<file path="config.mk">
export PLATFORM = sky130hd
export DESIGN_NAME = ldst_ld_buffer
export DESIGN_NICKNAME = d
export VERILOG_FILES = /design/src/ldst_cmd_pkg.sv /design/src/ldst_ld_buffer.sv
export VERILOG_INCLUDE_DIRS = /design/src /design/src/src
export SDC_FILE = /design/constraint.sdc
export NUM_CORES = 1
export LEC_CHECK = 0
export ABC_AREA = 1
export BUFFER_PORTS_ARGS = -buffer_cell sky130_fd_sc_hd__buf_2
export CELL_PAD_IN_SITES_DETAIL_PLACEMENT = 1
export CELL_PAD_IN_SITES_GLOBAL_PLACEMENT = 1
export CORE_MARGIN = 2
export CORE_UTILIZATION = 38
export CTS_CLUSTER_DIAMETER = 200
export CTS_CLUSTER_SIZE = 16
export DETAILED_ROUTE_END_ITERATION = 16
export MAX_ROUTING_LAYER = met4
export PLACE_DENSITY = 0.63
export SETUP_SLACK_MARGIN = 0.4
export SYNTH_ARGS = -nofsm -noshare
export SYNTH_HDL_FRONTEND = slang
export SYNTH_SLANG_ARGS = --single-unit
</file>
<file path="constraint.sdc">
create_clock -name clock -period 5.7 [get_ports clock]
set_clock_uncertainty 0.05 [all_clocks]
set_input_delay 0.285 -clock clock [delete_from_list [all_inputs] [get_ports clock]]
set_output_delay 0.285 -clock clock [all_outputs]
set_load 0.05 [all_outputs]
</file>
<file path="src/ldst_defs.svh">
////////////////////
// Load/store unit parameters
// Widths of address, data and tag, load buffer depth
////////////////////

`ifndef LDST_DEFS_SVH
`define LDST_DEFS_SVH

// Word address into the 1024-word scratch memory
`define LDST_ADDR_W 10

`define LDST_DATA_W 32 // Data word
`define LDST_TAG_W 4 // Issue number

// Load buffer entries, also the load credit limit
`define LDST_BUF_DEPTH 8

`endif
</file>
<file path="src/ldst_cmd_pkg.sv">
////////////////////
// Command-side types
// Command from the pipeline and write-back beat
////////////////////

`default_nettype none

`include "ldst_defs.svh"

package ldst_cmd_pkg;

	// Access kind
	typedef enum logic {
		op_load  = 1'b0,
		op_store = 1'b1
	} ldst_op_e;

	////////////////////
	// Command, shared by load and store
	typedef struct packed {
		ldst_op_e                 op; // Selects load or store
		logic [`LDST_TAG_W-1:0]   tag; // Issue number
		logic [`LDST_ADDR_W-1:0]  base; // First element address
		logic [`LDST_ADDR_W-1:0]  stride; // Step between elements
		logic [`LDST_ADDR_W-1:0]  count; // Number of elements
		logic [`LDST_DATA_W-1:0]  data; // Store word, unused on load
	} ldst_cmd_t;

	////////////////////
	// One write-back beat
	typedef struct packed {
		logic [`LDST_TAG_W-1:0]   tag;
		logic [`LDST_DATA_W-1:0]  data; // Loaded word
		logic                     last; // Final beat of the command
	} wb_beat_t;

endpackage

`default_nettype wire

</file>
<file path="src/ldst_ld_buffer.sv">
////////////////////
// Load buffer FIFO
// Holds loaded beats until write-back takes them
////////////////////

`default_nettype none
`timescale 1ns/1ns

`include "ldst_defs.svh"

module ldst_ld_buffer
	import ldst_cmd_pkg::*;
(
	input  wire logic        clock,
	input  wire logic        arst_n,
	input  wire logic        push,
	input  wire wb_beat_t    push_beat,
	output logic             wb_valid,
	input  wire logic        wb_ready,
	output wb_beat_t         wb, // Head entry
	output logic             pop // Write-back handshake fired
);

	localparam int DEPTH  = `LDST_BUF_DEPTH;
	localparam int PTR_W  = $clog2(DEPTH);
	localparam int FILL_W = $clog2(DEPTH + 1);

	wb_beat_t            beat_q [DEPTH];
	logic [PTR_W-1:0]    wr_ptr_q;
	logic [PTR_W-1:0]    rd_ptr_q;
	logic [FILL_W-1:0]   fill_q;
	logic                full;

	assign full     = (fill_q == FILL_W'(DEPTH));
	assign wb_valid = (fill_q != '0);
	assign wb       = beat_q[rd_ptr_q];
	assign pop      = wb_valid && wb_ready;

	always_ff @(posedge clock or negedge arst_n) begin
		if (!arst_n) begin
			wr_ptr_q <= '0;
			rd_ptr_q <= '0;
			fill_q   <= '0;
		end else begin
			if (push)
				wr_ptr_q <= (wr_ptr_q == PTR_W'(DEPTH - 1)) ? '0 : wr_ptr_q + PTR_W'(1);
			if (pop)
				rd_ptr_q <= (rd_ptr_q == PTR_W'(DEPTH - 1)) ? '0 : rd_ptr_q + PTR_W'(1);
			case ({push, pop})
				2'b10:   fill_q <= fill_q + FILL_W'(1);
				2'b01:   fill_q <= fill_q - FILL_W'(1);
				default: fill_q <= fill_q;
			endcase
		end
	end

	always_ff @(posedge clock) begin
		if (push)
			beat_q[wr_ptr_q] <= push_beat;
	end

	// Credits in the FSM keep this from firing
	a_no_overflow: assert property (@(posedge clock) disable iff (!arst_n)
		push |-> !full);

endmodule

`default_nettype wire

</file>
* After elaboration in Yosys (flattened, before gate mapping) *
Memories as Yosys holds them, arrays and structs flattened.
Cells that the tools add are included.

cells by class
  $add $sub $neg = 4
  multiply operators = 0
  divide/modulo/power cells = 0
  magnitude comparators = 0
  eq/ne operators = 4
  shift-type cells = 0
  mux-type cells = 5
  bitwise logic cells = 0
  reductions and logical operators = 3

operators by type and width
  operator                                             number
  one-hot mux 4 bit (2 select lines)                   1
  adder 3 x 1 -> 3 bit, second input constant          2
  equality test 3 bit, second input constant           2
  two-way mux 3 bit                                    2
  adder 4 x 1 -> 4 bit, second input constant          1
  nonzero test 4 bit                                   1
  subtractor 4 x 1 -> 4 bit, second input constant     1
  equality test 2 x 1 -> 1 bit, second input constant  1
  equality test 2 bit, second input constant           1
  two-way mux 1 bit                                    2
  nonzero test 2 bit                                   1
  logical AND 1 bit                                    1

word-level totals
  bits in registers = 10
  bits in latches = 0
  bits in writable memories = 296
  bits in read-only memories = 0
  input port bits = 41
  logic and storage cells = 20
  memories = 1

memory list
  memory  words  bits a word  rd ports  clocked after Yosys merged registers in  write ports  RTL line              source
  beat_q  8      37           1         0                                        1            ldst_ld_buffer.sv:28  wb_beat_t beat_q [DEPTH];

* Logic depth before layout (Yosys ltp) *
  depth after elaboration = 4
  mapped depth = 13

* Worst setup path before layout *
Ideal clock, no wire load.

  path type = register -> register
  start = register wr_ptr_q[2]
  end = memory beat_q[2][0] (netlist bit), enable pin
  data arrival time = 2.108 ns
  data required time = 5.219 ns
  slack = 3.111 ns
  stages on the path, launching flop included = 4
  path buffers = 0
  period minus slack after synthesis = 2.589 ns
  cell sequence = dfrtp_1 inv_1 nand2_1 nor2_1

RTL lines
  what                      RTL line              source
  start: declaration        ldst_ld_buffer.sv:29  logic [PTR_W-1:0] wr_ptr_q;
  start signal: assignment  ldst_ld_buffer.sv:46  wr_ptr_q <= (wr_ptr_q == PTR_W'(DEPTH - 1)) ? '0 : wr_ptr_q + PTR_W'(1);
  end: declaration          ldst_ld_buffer.sv:28

No word-level cell before the write port.

==> impl_results.md <==
* Number of global-route vias before repair at ~8,100
* Slowest CP cell: dfrtp_4
* CTS tree: built
* Worst hold slack at just under 20 ps
* RSZ-0062 raised after global routing: no
* First-pass GRT wire length at ~45 mm
* Crit-path max FO at 80
* Total congestion overflow at 0
* Yosys warning count at 0
* CP peak stage delay at 1030 ps
* Post-DP HPWL at 15.2 mm
* VDD IR max at a little under 0.4 mV
* Cts bufs inserted at 23
* Final period util at roughly 64%
* Pre-CTS WS at 2600 ps
* Fin. Hold Viols at 0
* Final slew viol count at 0
* Final core utilization at between 40 and 50%
* P&R area growth vs syn at 14.4%
* Mux contribution to synthesized area at 0%
* Setup_tns at 0 ps
* Critical path arrival at between 3000 and 4000 ps
* Worst path top cell family by delay: flip-flops
* Post-Synth Adder-Cell Area at less than 1%
* Max cap viols at 0
* CTS H-tree lvls at 1
* Share of cells above drive strength 1 at between 10% and 20%
* Total core area at ~32,000 um2
* Layout Nets at 1,139
* Max_slew headroom at roughly a quarter
* Main combinational cell family by area after synthesis: simple AND/OR/NAND/NOR gates
* Reg clk slew, reported paths at around 70 ps
* First-pass DRT Iterations at 4
* Number of fill cells in the layout at 3,338
* Via/cell ratio at a little over 5
* Die height at between 150 and 200 um
* Initial core utilization at 38.6%
* Syn Nets at 1,039
* Most frequent cells in the layout: edfxtp_1 (296), nor2_1 (218), o21ai_0 (172), nand2_1 (138), buf_2 (79)
* Largest net degree at the start of global routing at 150
* I/O Buffers at 79
* Worst Path Required at between 5000 and 6000 ps
* Kind of critical path: register to output port
* Final WL at 28.6 mm
* Setup Viol. Count Final at 0
* Synth Instances at 991
* Row count at 65
* Wire length per cell at between 15 and 20 um
* # DRC at 0
* Seq/Total Area, Yosys at between 70% and 80%
* Die area at around 34,000 um2
* Max clock buf depth at 3
* Critical hold path startpoint: push_beat[5]
* CP Launch Type: register
* Leakage at just under 0.005 uW
* Synthesized area per cell at 12.3 um2
* Final ANT Viol Nets at 0
* Io pins at 80
* Die Span X at around 180 um
* Simple-gate portion of the synthesized area at between 10% and 20%
* Total track usage at 17.8%
* Distinct cell type count after synthesis at 23
* Post-synthesis cell area at ~12,000 um2
* Post-cts resize count at 0
* Outcome: completed
* Clk sinks at around 310
* Synth Area in XOR/XNOR at less than 1%
* Post-synthesis compound-gate area fraction at under 10%
* Postcts setup bufs at 0
* Max Freq at 0.275 GHz
* Clock latency at the later pin of the worst-skew pair at about 520 ps
* #FFs+latches synth at between 300 and 400
* Worst Path Buf+Inv at 2
* Initial antenna violation count at 0
* Total number of vias at between 7,000 and 8,000
* Root buffer cell: clkbuf_16
* Starting DRT DRC Count at between 400 and 500
* Commonest non-fill, non-tap cell in the layout: edfxtp_1
* # diodes at 0
* CP startpoint: rd_ptr_q[0]
* Worst r2r src: rd_ptr_q[0]
* Hold_buf cts at 39
* Min cycle time layout at 3640 ps
* Placer congestion estimate at between 0.6 and 0.7
* Worst min-delay path class: input port to register
* Setup WS post-layout at 2060 ps
* Power per Cell Area at ~530 nW/um2
* CP cell instances: buf_4 -> nor2_1 -> nor2_1 -> o21ai_0 -> o21ai_1 -> nand2_1 -> nand2_1 -> buf_2
* Slew @ Worst Pin at between 1000 and 1500 ps
* Crit end category: output port
* Total Power at ~7500 uW
-- cells in the mapped netlist (all sizes together) --
master	count	area [um2]
clkbuf	24	93.8
nor2	236	911
buf	32	224
o21a	1	7.51
ha	7	87.6
xor2	1	8.76
xnor2	2	17.5
inv	12	45.0
nand3	3	15.0
edfxtp	296	8890
o21ai	228	1140
nand2	138	518
a21oi	1	5.00
dfrtp	10	250
-- layer usage --
| metal | vias up | track usage [%] | wire length [um] |
|---|---|---|---|
| met1 | 3897 | 22.6 | 12900 |
| met3 | 34 | 1.85 | 673 |
| met2 | 99 | 31.2 | 14500 |
| met5 | - | - | 0 |
| met4 | 0 | 3.62 | 524 |
| li1 | 3659 | - | - |
-- sequential cells by signal, summed over array words and instances (netlist names) --
name      flops
beat_q      296
fill_q        4
rd_ptr_q      3
wr_ptr_q      3
-- cell type report --
class                           count  area, um2  area share [%]
Clock buffer                       31        606            4.33
Clock inverter                      1       16.3           0.116
Inverter                           12       50.0           0.358
Multi-Input combinational cell    617       2770            19.8
Sequential cell                   306       9150            65.4
Tap cell                          402        503            3.60
Timing Repair Buffer              131        883            6.32
-- metrics by stage --
stage                     instances  cell area [um2]
after floorplan                 991            12200
after global placement         1429            13000
after detailed placement       1429            13000
after CTS                      1500            14000
after global routing           1500            14000
final                          1500            14000
-- cell families after synthesis --
group,after synthesis
fa+ha+maj,7
buf+inv,68
simple gates,377
flops,306
xor+xnor,3
compound gates,230
-- worst paths after layout --
kind	cells past startpoint	slack (ps)	endpoint
hold / removal	1	20	beat_q[6][5]
min in group asynchronous	2	110	fill_q[2]
max in group asynchronous	2	5260	rd_ptr_q[0]
hold reg to reg	2	490	fill_q[3]
setup / recovery	8	2060	wb[29]
setup reg to reg	2	3470	rd_ptr_q[0]
-- worst register-to-register path, delay by kind of cell, from the launching register on --
| kind | cells | cell delay (ps) |
|---|---|---|
| buffers and inverters | 1 | 970 |
| DFF | 1 | 810 |
| AOI/OAI and AO/OA | 1 | 240 |
-- report_power, final --
part | internal, uW | switching [uW] | total (uW) | leakage, uW
clock | 742 | 743 | 1490 | 0.000300
combinational | 716 | 2250 | 2960 | 0.00178
sequential | 2770 | 248 | 3020 | 0.00281
total | 4230 | 3240 | 7460 | 0.00488
Power figures use the tool's default switching activity.
