[src/ldst_defs.svh]
////////////////////
// Load/store unit parameters
// Widths of address, data and tag, load buffer depth
////////////////////

`ifndef LDST_DEFS_SVH
`define LDST_DEFS_SVH

// Word address into the 1024-word scratch memory
`define LDST_ADDR_W 10

`define LDST_DATA_W 32 // Data word
`define LDST_TAG_W 4 // Issue number

// Load buffer entries, also the load credit limit
`define LDST_BUF_DEPTH 8

`endif
[src/ldst_mem_pkg.sv]
////////////////////
// Memory-side types
// Scratch memory request and sequence start
////////////////////

`default_nettype none

`include "ldst_defs.svh"

package ldst_mem_pkg;

	// One scratch memory access
	typedef struct packed {
		logic                     we; // Write when set, read otherwise
		logic [`LDST_ADDR_W-1:0]  addr;
		logic [`LDST_DATA_W-1:0]  wdata;
	} mem_req_t;

	// Start request to the address generator
	typedef struct packed {
		logic [`LDST_ADDR_W-1:0]  base;
		logic [`LDST_ADDR_W-1:0]  stride;
		logic [`LDST_ADDR_W-1:0]  count; // Zero means no element
	} seq_ctl_t;

endpackage

`default_nettype wire

[src/ldst_addr_gen.sv]
////////////////////
// Strided address generator
// Steps base plus i times stride, flags the last element
////////////////////

`default_nettype none
`timescale 1ns/1ns

`include "ldst_defs.svh"

module ldst_addr_gen
	import ldst_mem_pkg::*;
(
	input  wire logic                     clock,
	input  wire logic                     arst_n,
	input  wire logic                     seq_start,
	input  wire seq_ctl_t                 seq_ctl,
	input  wire logic                     seq_advance,
	output logic [`LDST_ADDR_W-1:0]       elem_addr,
	output logic                          elem_valid,
	output logic                          elem_last
);

	logic [`LDST_ADDR_W-1:0]  stride_q;
	logic [`LDST_ADDR_W-1:0]  remain_q; // Elements not yet stepped
	logic                     step;

	assign elem_valid = (remain_q != '0);
	assign elem_last  = (remain_q == `LDST_ADDR_W'(1));
	assign step       = elem_valid && seq_advance;

	always_ff @(posedge clock or negedge arst_n) begin
		if (!arst_n) begin
			remain_q <= '0;
		end else if (seq_start) begin
			remain_q <= seq_ctl.count;
		end else if (step) begin
			remain_q <= remain_q - `LDST_ADDR_W'(1);
		end
	end

	// Address wraps at the memory size
	always_ff @(posedge clock) begin
		if (seq_start) begin
			elem_addr <= seq_ctl.base;
			stride_q  <= seq_ctl.stride;
		end else if (step) begin
			elem_addr <= elem_addr + stride_q;
		end
	end

	a_no_restart: assert property (@(posedge clock) disable iff (!arst_n)
		seq_start |-> (remain_q == '0));

endmodule

`default_nettype wire

[config.mk]
export PLATFORM = sky130hd
export DESIGN_NAME = ldst_addr_gen
export DESIGN_NICKNAME = d
export VERILOG_FILES = /design/src/ldst_mem_pkg.sv /design/src/ldst_addr_gen.sv
export VERILOG_INCLUDE_DIRS = /design/src /design/src/src
export SDC_FILE = /design/constraint.sdc
export NUM_CORES = 1
export LEC_CHECK = 0
export BUFFER_PORTS_ARGS = -buffer_cell sky130_fd_sc_hd__buf_2
export CAP_MARGIN = 20
export CELL_PAD_IN_SITES_DETAIL_PLACEMENT = 2
export CELL_PAD_IN_SITES_GLOBAL_PLACEMENT = 2
export CORE_ASPECT_RATIO = 0.8
export CORE_MARGIN = 1
export CORE_UTILIZATION = 33
export DETAILED_ROUTE_END_ITERATION = 12
export PLACE_DENSITY = 0.84
export RECOVER_POWER = 100
export SYNTH_ARGS = -nofsm -noshare
export SYNTH_HDL_FRONTEND = slang
export SYNTH_SLANG_ARGS = --single-unit
[constraint.sdc]
create_clock -name clock -period 2.4 [get_ports clock]
set_input_delay 0.12 -clock clock [delete_from_list [all_inputs] [get_ports clock]]
set_output_delay 0.12 -clock clock [all_outputs]
set_load 0.005 [all_outputs]
======== Word level (Yosys, flattened, before mapping) ========
Index checks and enable logic that the tools add are counted.
W data, S select, Z words.
storage, ports and cells
  word-level logic and storage cells ...... 13
  output and inout bits ................... 12
  bits of input ports ..................... 34
  register bits after elaboration ......... 30
cells by class
  add/subtract/negate cells ............... 2
  mux-type cells .......................... 4
  equal/unequal tests ..................... 1
  reduce and logical (&&, ||, !) cells .... 3
operators by type and width
  cell                     number
  $mux W10                 4
  $add A10 B10 Y10         1
  $eq A10 B1 Y1 const B    1
  $reduce_bool A10 Y1      1
  $sub A10 B1 Y10 const B  1
  $reduce_bool A2 Y1       1
  $logic_and A1 B1 Y1      1

======== Longest topological paths before layout ========
Gate-level depths: netlist of the first run.
  depth after elaboration ................. 4
  depth in mapped cells ................... 6
  depth with buffers taken out ............ 6

======== Worst setup path after synthesis of the first run ========
OpenSTA, ideal clock, no wires.
  path kind ............................... reg2reg
  start ................................... reg elem_addr[0]
  end ..................................... reg elem_addr[6] (data pin)
  arrival ................................. 1.975 ns
  stages on the path, launching flop included .. 7
  buffers on the path ..................... 0
  library setup time ...................... 0.136 ns
  period minus slack after synthesis ...... 2.111 ns
  data required time ...................... 2.264 ns
  slack ................................... 0.289 ns
  path through ............................ edfxtp_1 ha_1 fa_1 a211oi_1 o21ai_0 a2111oi_0 nand3b_1
on the way
  cells in the longest elaborated chain, start to end .. 3
ends and longest elaborated chain
  item                    line                 source
  start, declared         ldst_addr_gen.sv:19  output logic [`LDST_ADDR_W-1:0] elem_addr,
  start signal, assigned  ldst_addr_gen.sv:45  elem_addr <= seq_ctl.base;
  start signal, assigned  ldst_addr_gen.sv:48  elem_addr <= elem_addr + stride_q;
  $add A10 B10 Y10        ldst_addr_gen.sv:48
  $mux W10                ldst_addr_gen.sv:47  end else if (step) begin
  $mux W10                ldst_addr_gen.sv:44  if (seq_start) begin
Every way passes these cells. The select of a mux whose other input is x is not followed.
A chain may end at the register's enable or synchronous reset.

======== Final worst setup path of the first run ========
  start ................................... reg elem_addr[2]
  end ..................................... reg elem_addr[9] (data pin)
Same word-level chain as after synthesis.

==> results.py, run 1 <==
metrics = {
    "final_layout": {
        "num-fill-cells": 611,
        "final_common_cell": "buf_2",
        "num-nets-final": 277,
        "drive_gt1_share_pct": 26.4,
        "finalNonFillerCells": 309,
        "post-route-util_pct": 42.2,
        "diodes": 0,
        "fin_area_mm2": 0.00230,
        "final_cell_mix": "buf_2 (42), edfxtp_1 (20), nand2_1 (17), o21ai_0 (12), ha_1 (12)",
        "multi_input_area_um2": 922,
        "syn2layout_area_growth_pct": 23.4,
        "seq_area_um2": 851,
    },
    "timing": {
        "setup_viol": 0,
        "fin_crit_ns": 2.29,
        "post-route-period-util_pct": 95.5,
        "relSlewSlack_pct": 27.7,
        "hold_viol": 0,
        "rsz0062_at_grt": "true",
        "skew_ns": 0.00646,
        "clock.fmax_mhz": 436,
        "maxSlewViolCount": 0,
        "fin_setup_tns_ns": 0,
        "worst_slew_pin_slew_ns": 1.08,
    },
    "worst_hold_path": {
        "hold_path_class": "primary input to register",
    },
    "global_routing": {
        "overflow": 0,
        "grt.busiest_layer": "met2",
        "grt_pass1_wl_um": 8850,
        "grt_pass1_vias": 1792,
        "use_met1_pct": 26.8,
        "antenna_found_initial": 0,
        "grt_util_met3_pct": 3.71,
        "grtUsageTotal_pct": 19.6,
        "grt_max_degree": 25,
        "grt_use_met2_pct": 31.2,
    },
    "power_and_ir_drop": {
        "leakage_uw": 0.000952,
        "power_density_mw_per_mm2": 713,
        "vdd_drop_max_mv": 0.297,
        "finalPower_uw": 1640,
    },
    "route": {
        "num_vias": 1607,
        "ant_nets": 0,
        "drtPass1Iterations": 4,
        "routed_wl_um": 5420,
        "drt-wirelength-per-cell_um": 17.5,
        "drc": 0,
        "drt_iter0_drc": 80,
        "via_per_inst": 5.20,
    },
    "yosys": {
        "synth-seq-cells": 30,
        "synth-warning-count": 0,
        "async_flop_share_pct": 33.3,
        "syn-cell-area_mm2": 0.00186,
        "synth.net_count": 218,
        "synthCells": 171,
        "synth_ff_type": "edfxtp_1",
        "synth_cell_types": 45,
        "synth_edf_count": 20,
        "ys_seq_area_share_pct": 45.7,
        "syn_area_per_cell_um2": 10.9,
    },
    "die": {
        "pin_count": 46,
        "die_w_um": 86.0,
        "start_util_pct": 34.2,
        "dieArea_mm2": 0.00594,
        "rows": 24,
        "die_h_um": 69.2,
        "core-area_mm2": 0.00544,
    },
    "worst_setup_path": {
        "crit_required_ns": 2.52,
        "cp.arrival_ns": 2.41,
        "cp-endpoint": "elem_addr[9]",
        "crit_path_end_kind": "register",
        "r2r_slack_ns": 0.11,
        "r2r_cells": 5,
        "startpoint_type": "register",
        "critical_path_class": "register to register",
        "crit-reg2reg-launch": "elem_addr[2]",
        "rr_endpoint": "elem_addr[9]",
        "cp-startpoint": "elem_addr[2]",
        "cp_max_fo": 5,
    },
    "place": {
        "gp_congestion": 0.807,
        "dpl.cell_count": 294,
        "post_dp_cell_area_mm2": 0.00218,
        "place.port_buffers": 45,
        "place_hpwl_um": 3940,
    },
    "clocking": {
        "cts_tree": "done",
        "cts.clk_slew.worst_paths_ns": 0.06,
        "cts.sink_count": 30,
        "post_cts_buffers": 0,
        "root_buffer": "clkbuf_8",
        "clock_latency_ns": 0.29,
        "htreeDepth": 2,
        "cts_buffers": 5,
        "clk_path_buf_depth": 2,
    },
    "flow_run": {
        "drv_cap": 0,
    },
    "outcome": {
        "status": "finished clean",
    },
}
[Yosys cell counts (all sizes together) (3+ instances only)]
master	instances	area [um2]
a211oi	5	37.5
nand4	3	18.8
and3	3	20.0
clkbuf	4	35.0
a21oi	9	45.0
nor2	11	41.3
ha	12	150
dfrtp	10	250
nor3	4	31.3
xnor2	6	52.6
o31ai	3	22.5
edfxtp	20	601
o21ai	13	65.1
nand2	17	63.8
nand3	3	15.0
nand3b	3	22.5
a2111oi	5	68.8
mux2	3	33.8
inv	8	30.0
[stage by stage]
step / setup slack, ns / hold WS (ns)
4_1_cts: 0.0413 / 0.000219
5_1_grt: -0.0275 / 0.00358
2_1_floorplan: 0.289 / -0.176
3_3_place_gp: 0.151 / -0.00144
6_report: 0.108 / 0.0112
3_5_place_dp: 0.00286 / -0.00301
[critical path, cell delays in order, from the launching register on]
cell and delay (ns):
edfxtp_1 0.42, ha_1 0.42, o21ai_1 0.17, or4b_2 0.70, a211o_1 0.29, o211ai_1 0.11
[power breakdown]
part	switching [uW]	leakage [uW]	total, uW	internal (uW)
Sequential	54.0	0.000319	695	641
Clock	194	0.0000426	393	199
Combinational	319	0.000590	549	230
[layer usage]
| metal | vias to the layer above | wire length, um |
|---|---|---|
| met5 | - | 0 |
| met4 | 0 | 65 |
| met3 | 7 | 159 |
| met2 | 32 | 2570 |
| met1 | 797 | 2630 |
| li1 | 771 | - |
[sequential cells by signal, indices dropped and copies added (netlist names)]
name / flops
remain_q: 10
stride_q: 10
elem_addr: 10
[area by class of cell]
type / instances / area share (%)
clock buffer: 6 / 3.16
clock inverter: 2 / 0.381
timing repair buffer: 56 / 13.7
multi-input combinational: 129 / 40.2
inverter: 8 / 1.31
tap: 78 / 4.25
sequential: 30 / 37.1
[worst min-delay path by stage]
stage / start / to / slack (ns) / cells after the start
2_1_floorplan: arst_n / remain_q[0] / -0.18 / 0
6_report: seq_ctl[15] / stride_q[5] / 0.01 / 1
3_3_place_gp: arst_n / remain_q[0] / -0.001 / 1
3_5_place_dp: arst_n / remain_q[0] / -0.003 / 1
5_1_grt: seq_ctl[15] / stride_q[5] / 0.004 / 1
4_1_cts: seq_ctl[18] / stride_q[8] / 0.0002 / 1
[cell families (layout without fill, tap and decap cells)]
| logic type | after synthesis | after routing | synth area share [%] |
|---|---|---|---|
| mux | 5 | 5 | 2.89 |
| flops | 30 | 30 | 45.7 |
| xor+xnor | 7 | 7 | 3.30 |
| simple gates | 54 | 54 | 16.1 |
| fa+ha+maj | 13 | 13 | 9.15 |
| buf+inv | 12 | 72 | 3.50 |
| compound gates | 50 | 50 | 19.3 |
[what timing repair did]
action                                 4_1_cts  5_1_grt
gates resized for setup                      1        3
endpoints found under the hold margin       15        1
hold buffers                                 6        1
pin swaps                                    0        1
setup endpoints to repair                    1        3
Note: power is estimated with default switching activity, not from simulation.
==> inputs of run 2 (changes only) <==
--- a/config.mk
+++ b/config.mk
@@ -14,7 +14,7 @@
 export CORE_MARGIN = 1
 export CORE_UTILIZATION = 33
 export DETAILED_ROUTE_END_ITERATION = 12
-export PLACE_DENSITY = 0.84
+export PLACE_DENSITY_LB_ADDON = 0.1
 export RECOVER_POWER = 100
 export SYNTH_ARGS = -nofsm -noshare
 export SYNTH_HDL_FRONTEND = slang
==> run 2 against run 1 <==
First-iteration DRC count down 15%; flip-flop and latch count stayed put; clock skew fell by 0.00073 ns; worst setup slack improved by 0.0037 ns; core utilization down 1.2 points; worst hold slack improved by 0.0050 ns; non-clock buffer count fell by 6; routed wire length is 5.1% lower; maximum frequency is 0.16% higher; count of clock-buffer cells in the layout is 1 higher; largest power group unchanged; highest routed layer unchanged.
==> results.py, run 2 (synthesis gave the netlist of run 1 again) <==
metrics = {
    "power_and_ir_drop": {
        "vdd_drop_max_mv": 0.376,
        "finalPower_uw": 1610,
        "power_density_mw_per_mm2": 721,
        "leakage_uw": 0.000917,
    },
    "outcome": {
        "status": "finished clean",
    },
    "place": {
        "place.port_buffers": 45,
        "gp_congestion": 0.846,
        "dpl.cell_count": 293,
        "place_hpwl_um": 4000,
    },
    "die": {
        "die_h_um": 69.2,
        "core-area_mm2": 0.00544,
        "rows": 24,
        "dieArea_mm2": 0.00594,
        "pin_count": 46,
        "die_w_um": 86.0,
        "start_util_pct": 34.2,
    },
    "global_routing": {
        "grt_pass1_wl_um": 8550,
        "overflow": 0,
        "grt_max_degree": 28,
        "grt_pass1_vias": 1711,
        "grtUsageTotal_pct": 18.6,
        "antenna_found_initial": 0,
    },
    "final_layout": {
        "diodes": 0,
        "num-nets-final": 271,
        "syn2layout_area_growth_pct": 20.0,
        "post-route-util_pct": 41.1,
        "final_common_cell": "buf_2",
        "finalNonFillerCells": 302,
        "top_regs": "elem_addr (10), remain_q (10), stride_q (10)",
        "final_cell_mix": "buf_2 (39), edfxtp_1 (20), nand2_1 (17), o21ai_0 (12), ha_1 (12)",
        "drive_gt1_share_pct": 25.4,
    },
    "worst_setup_path": {
        "critical_path_class": "register to register",
        "critical-path-max-stage-delay_ns": 0.45,
        "cp.arrival_ns": 2.43,
        "worst-path-buf-inv": 0,
        "startpoint_type": "register",
        "crit_family": "compound AO/OA/AOI/OAI gates",
        "crit_required_ns": 2.54,
        "worstPathCellList": "ha_1 -> fa_1 -> a211oi_2 -> o21ai_1 -> a2111oi_1 -> nand3b_1",
        "cp_max_fo": 3,
        "slowest_stage": "fa_1",
        "crit_path_end_kind": "register",
    },
    "flow_run": {
        "drv_cap": 0,
    },
    "timing": {
        "worst_slew_pin_slew_ns": 1.11,
        "hold_viol": 0,
        "skew_ns": 0.00572,
        "fin_crit_ns": 2.29,
        "maxSlewViolCount": 0,
        "setup_viol": 0,
        "post-route-period-util_pct": 95.3,
        "clock.fmax_mhz": 437,
        "relSlewSlack_pct": 25.9,
    },
    "route": {
        "ant_nets": 0,
        "drt-wirelength-per-cell_um": 17.0,
        "drc": 0,
        "drt_iter0_drc": 68,
        "via_per_inst": 5.18,
        "drtPass1Iterations": 6,
        "num_vias": 1563,
        "routed_wl_um": 5140,
    },
    "clocking": {
        "clock_latency_ns": 0.28,
        "cts_tree": "done",
        "cts.sink_count": 30,
        "root_buffer": "clkbuf_8",
        "cts_buffers": 5,
        "clk_path_buf_depth": 2,
        "htreeDepth": 2,
        "cts.clk_slew.worst_paths_ns": 0.07,
    },
    "worst_hold_path": {
        "hold_path_class": "primary input to register",
    },
}
==> run 2: cell count changes in the layout (fill, tap and decap cells not counted), sizes merged <==
cell	change
dlygate4sd3	-6
buf	-3
clkinv	-2
clkbuf	+4
==> run 2: stage by stage <==
| stage | hold WS, ns | area [um2] | setup slack (ns) | setup TNS (ns) |
|---|---|---|---|---|
| after global placement | 0.00305 | 2180 | 0.126 | 0 |
| after floorplan | -0.176 | 1860 | 0.289 | 0 |
| after global routing | 0.00332 | 2230 | -0.00984 | -0.00984 |
| after detailed placement | 0.00759 | 2180 | 0.0599 | 0 |
| final | 0.0161 | 2230 | 0.112 | 0 |
| after CTS | 0.00770 | 2270 | 0.00514 | 0 |
==> run 2: worst register-to-register path, delay by kind of cell (launching register included) <==
| kind | cells | cell delay [ns] |
|---|---|---|
| AOI/OAI and AO/OA | 3 | 0.91 |
| and+or+nand+nor | 1 | 0.15 |
| DFF | 1 | 0.39 |
| adders and majority gates | 2 | 0.71 |
==> run 2: power breakdown <==
| part | internal, uW | switching [uW] | total, uW |
|---|---|---|---|
| combinational | 224 | 305 | 529 |
| clock | 199 | 184 | 384 |
| sequential | 641 | 57.3 | 698 |
| total | 1060 | 547 | 1610 |
==> run 2: area by class of cell <==
cell class                 count  area (um2)
sequential                    30         851
inverter                       8        30.0
multi-input combinational    129         928
clock buffer                   7        76.3
tap                           78        97.6
fill                         605        3200
timing repair buffer          50         250
==> run 2: worst paths after layout <==
path	startpoint	endpoint	slack, ns	depth (start not counted)
min reg2reg	remain_q[0]	remain_q[0]	0.65	2
max reg2reg	elem_addr[0]	elem_addr[6]	0.11	6
min in group asynchronous	arst_n	remain_q[5]	0.38	2
min	seq_ctl[16]	stride_q[6]	0.02	1
max	elem_addr[0]	elem_addr[6]	0.11	6
max in group asynchronous	arst_n	remain_q[4]	1.61	2
==> run 2: repair_timing <==
| action | CTS | global route |
|---|---|---|
| endpoints found under the hold margin | 10 | 0 |
| gates resized for setup | 0 | 3 |
| hold buffers | 1 | 0 |
| setup endpoints to repair | 0 | 2 |
| setup buffers | 0 | 1 |
==> run 2: metal layers <==
layer  part of all wire, %  vias to the layer above  track usage (%)  routed length (um)
met3                   4.7                        2             4.91                 242
li1                      -                      758                -                   -
met2                    46                       33             29.4                2380
met4                  0.33                        0             4.07                  17
met5                     0                        -                0                   0
met1                    49                      770             25.5                2510
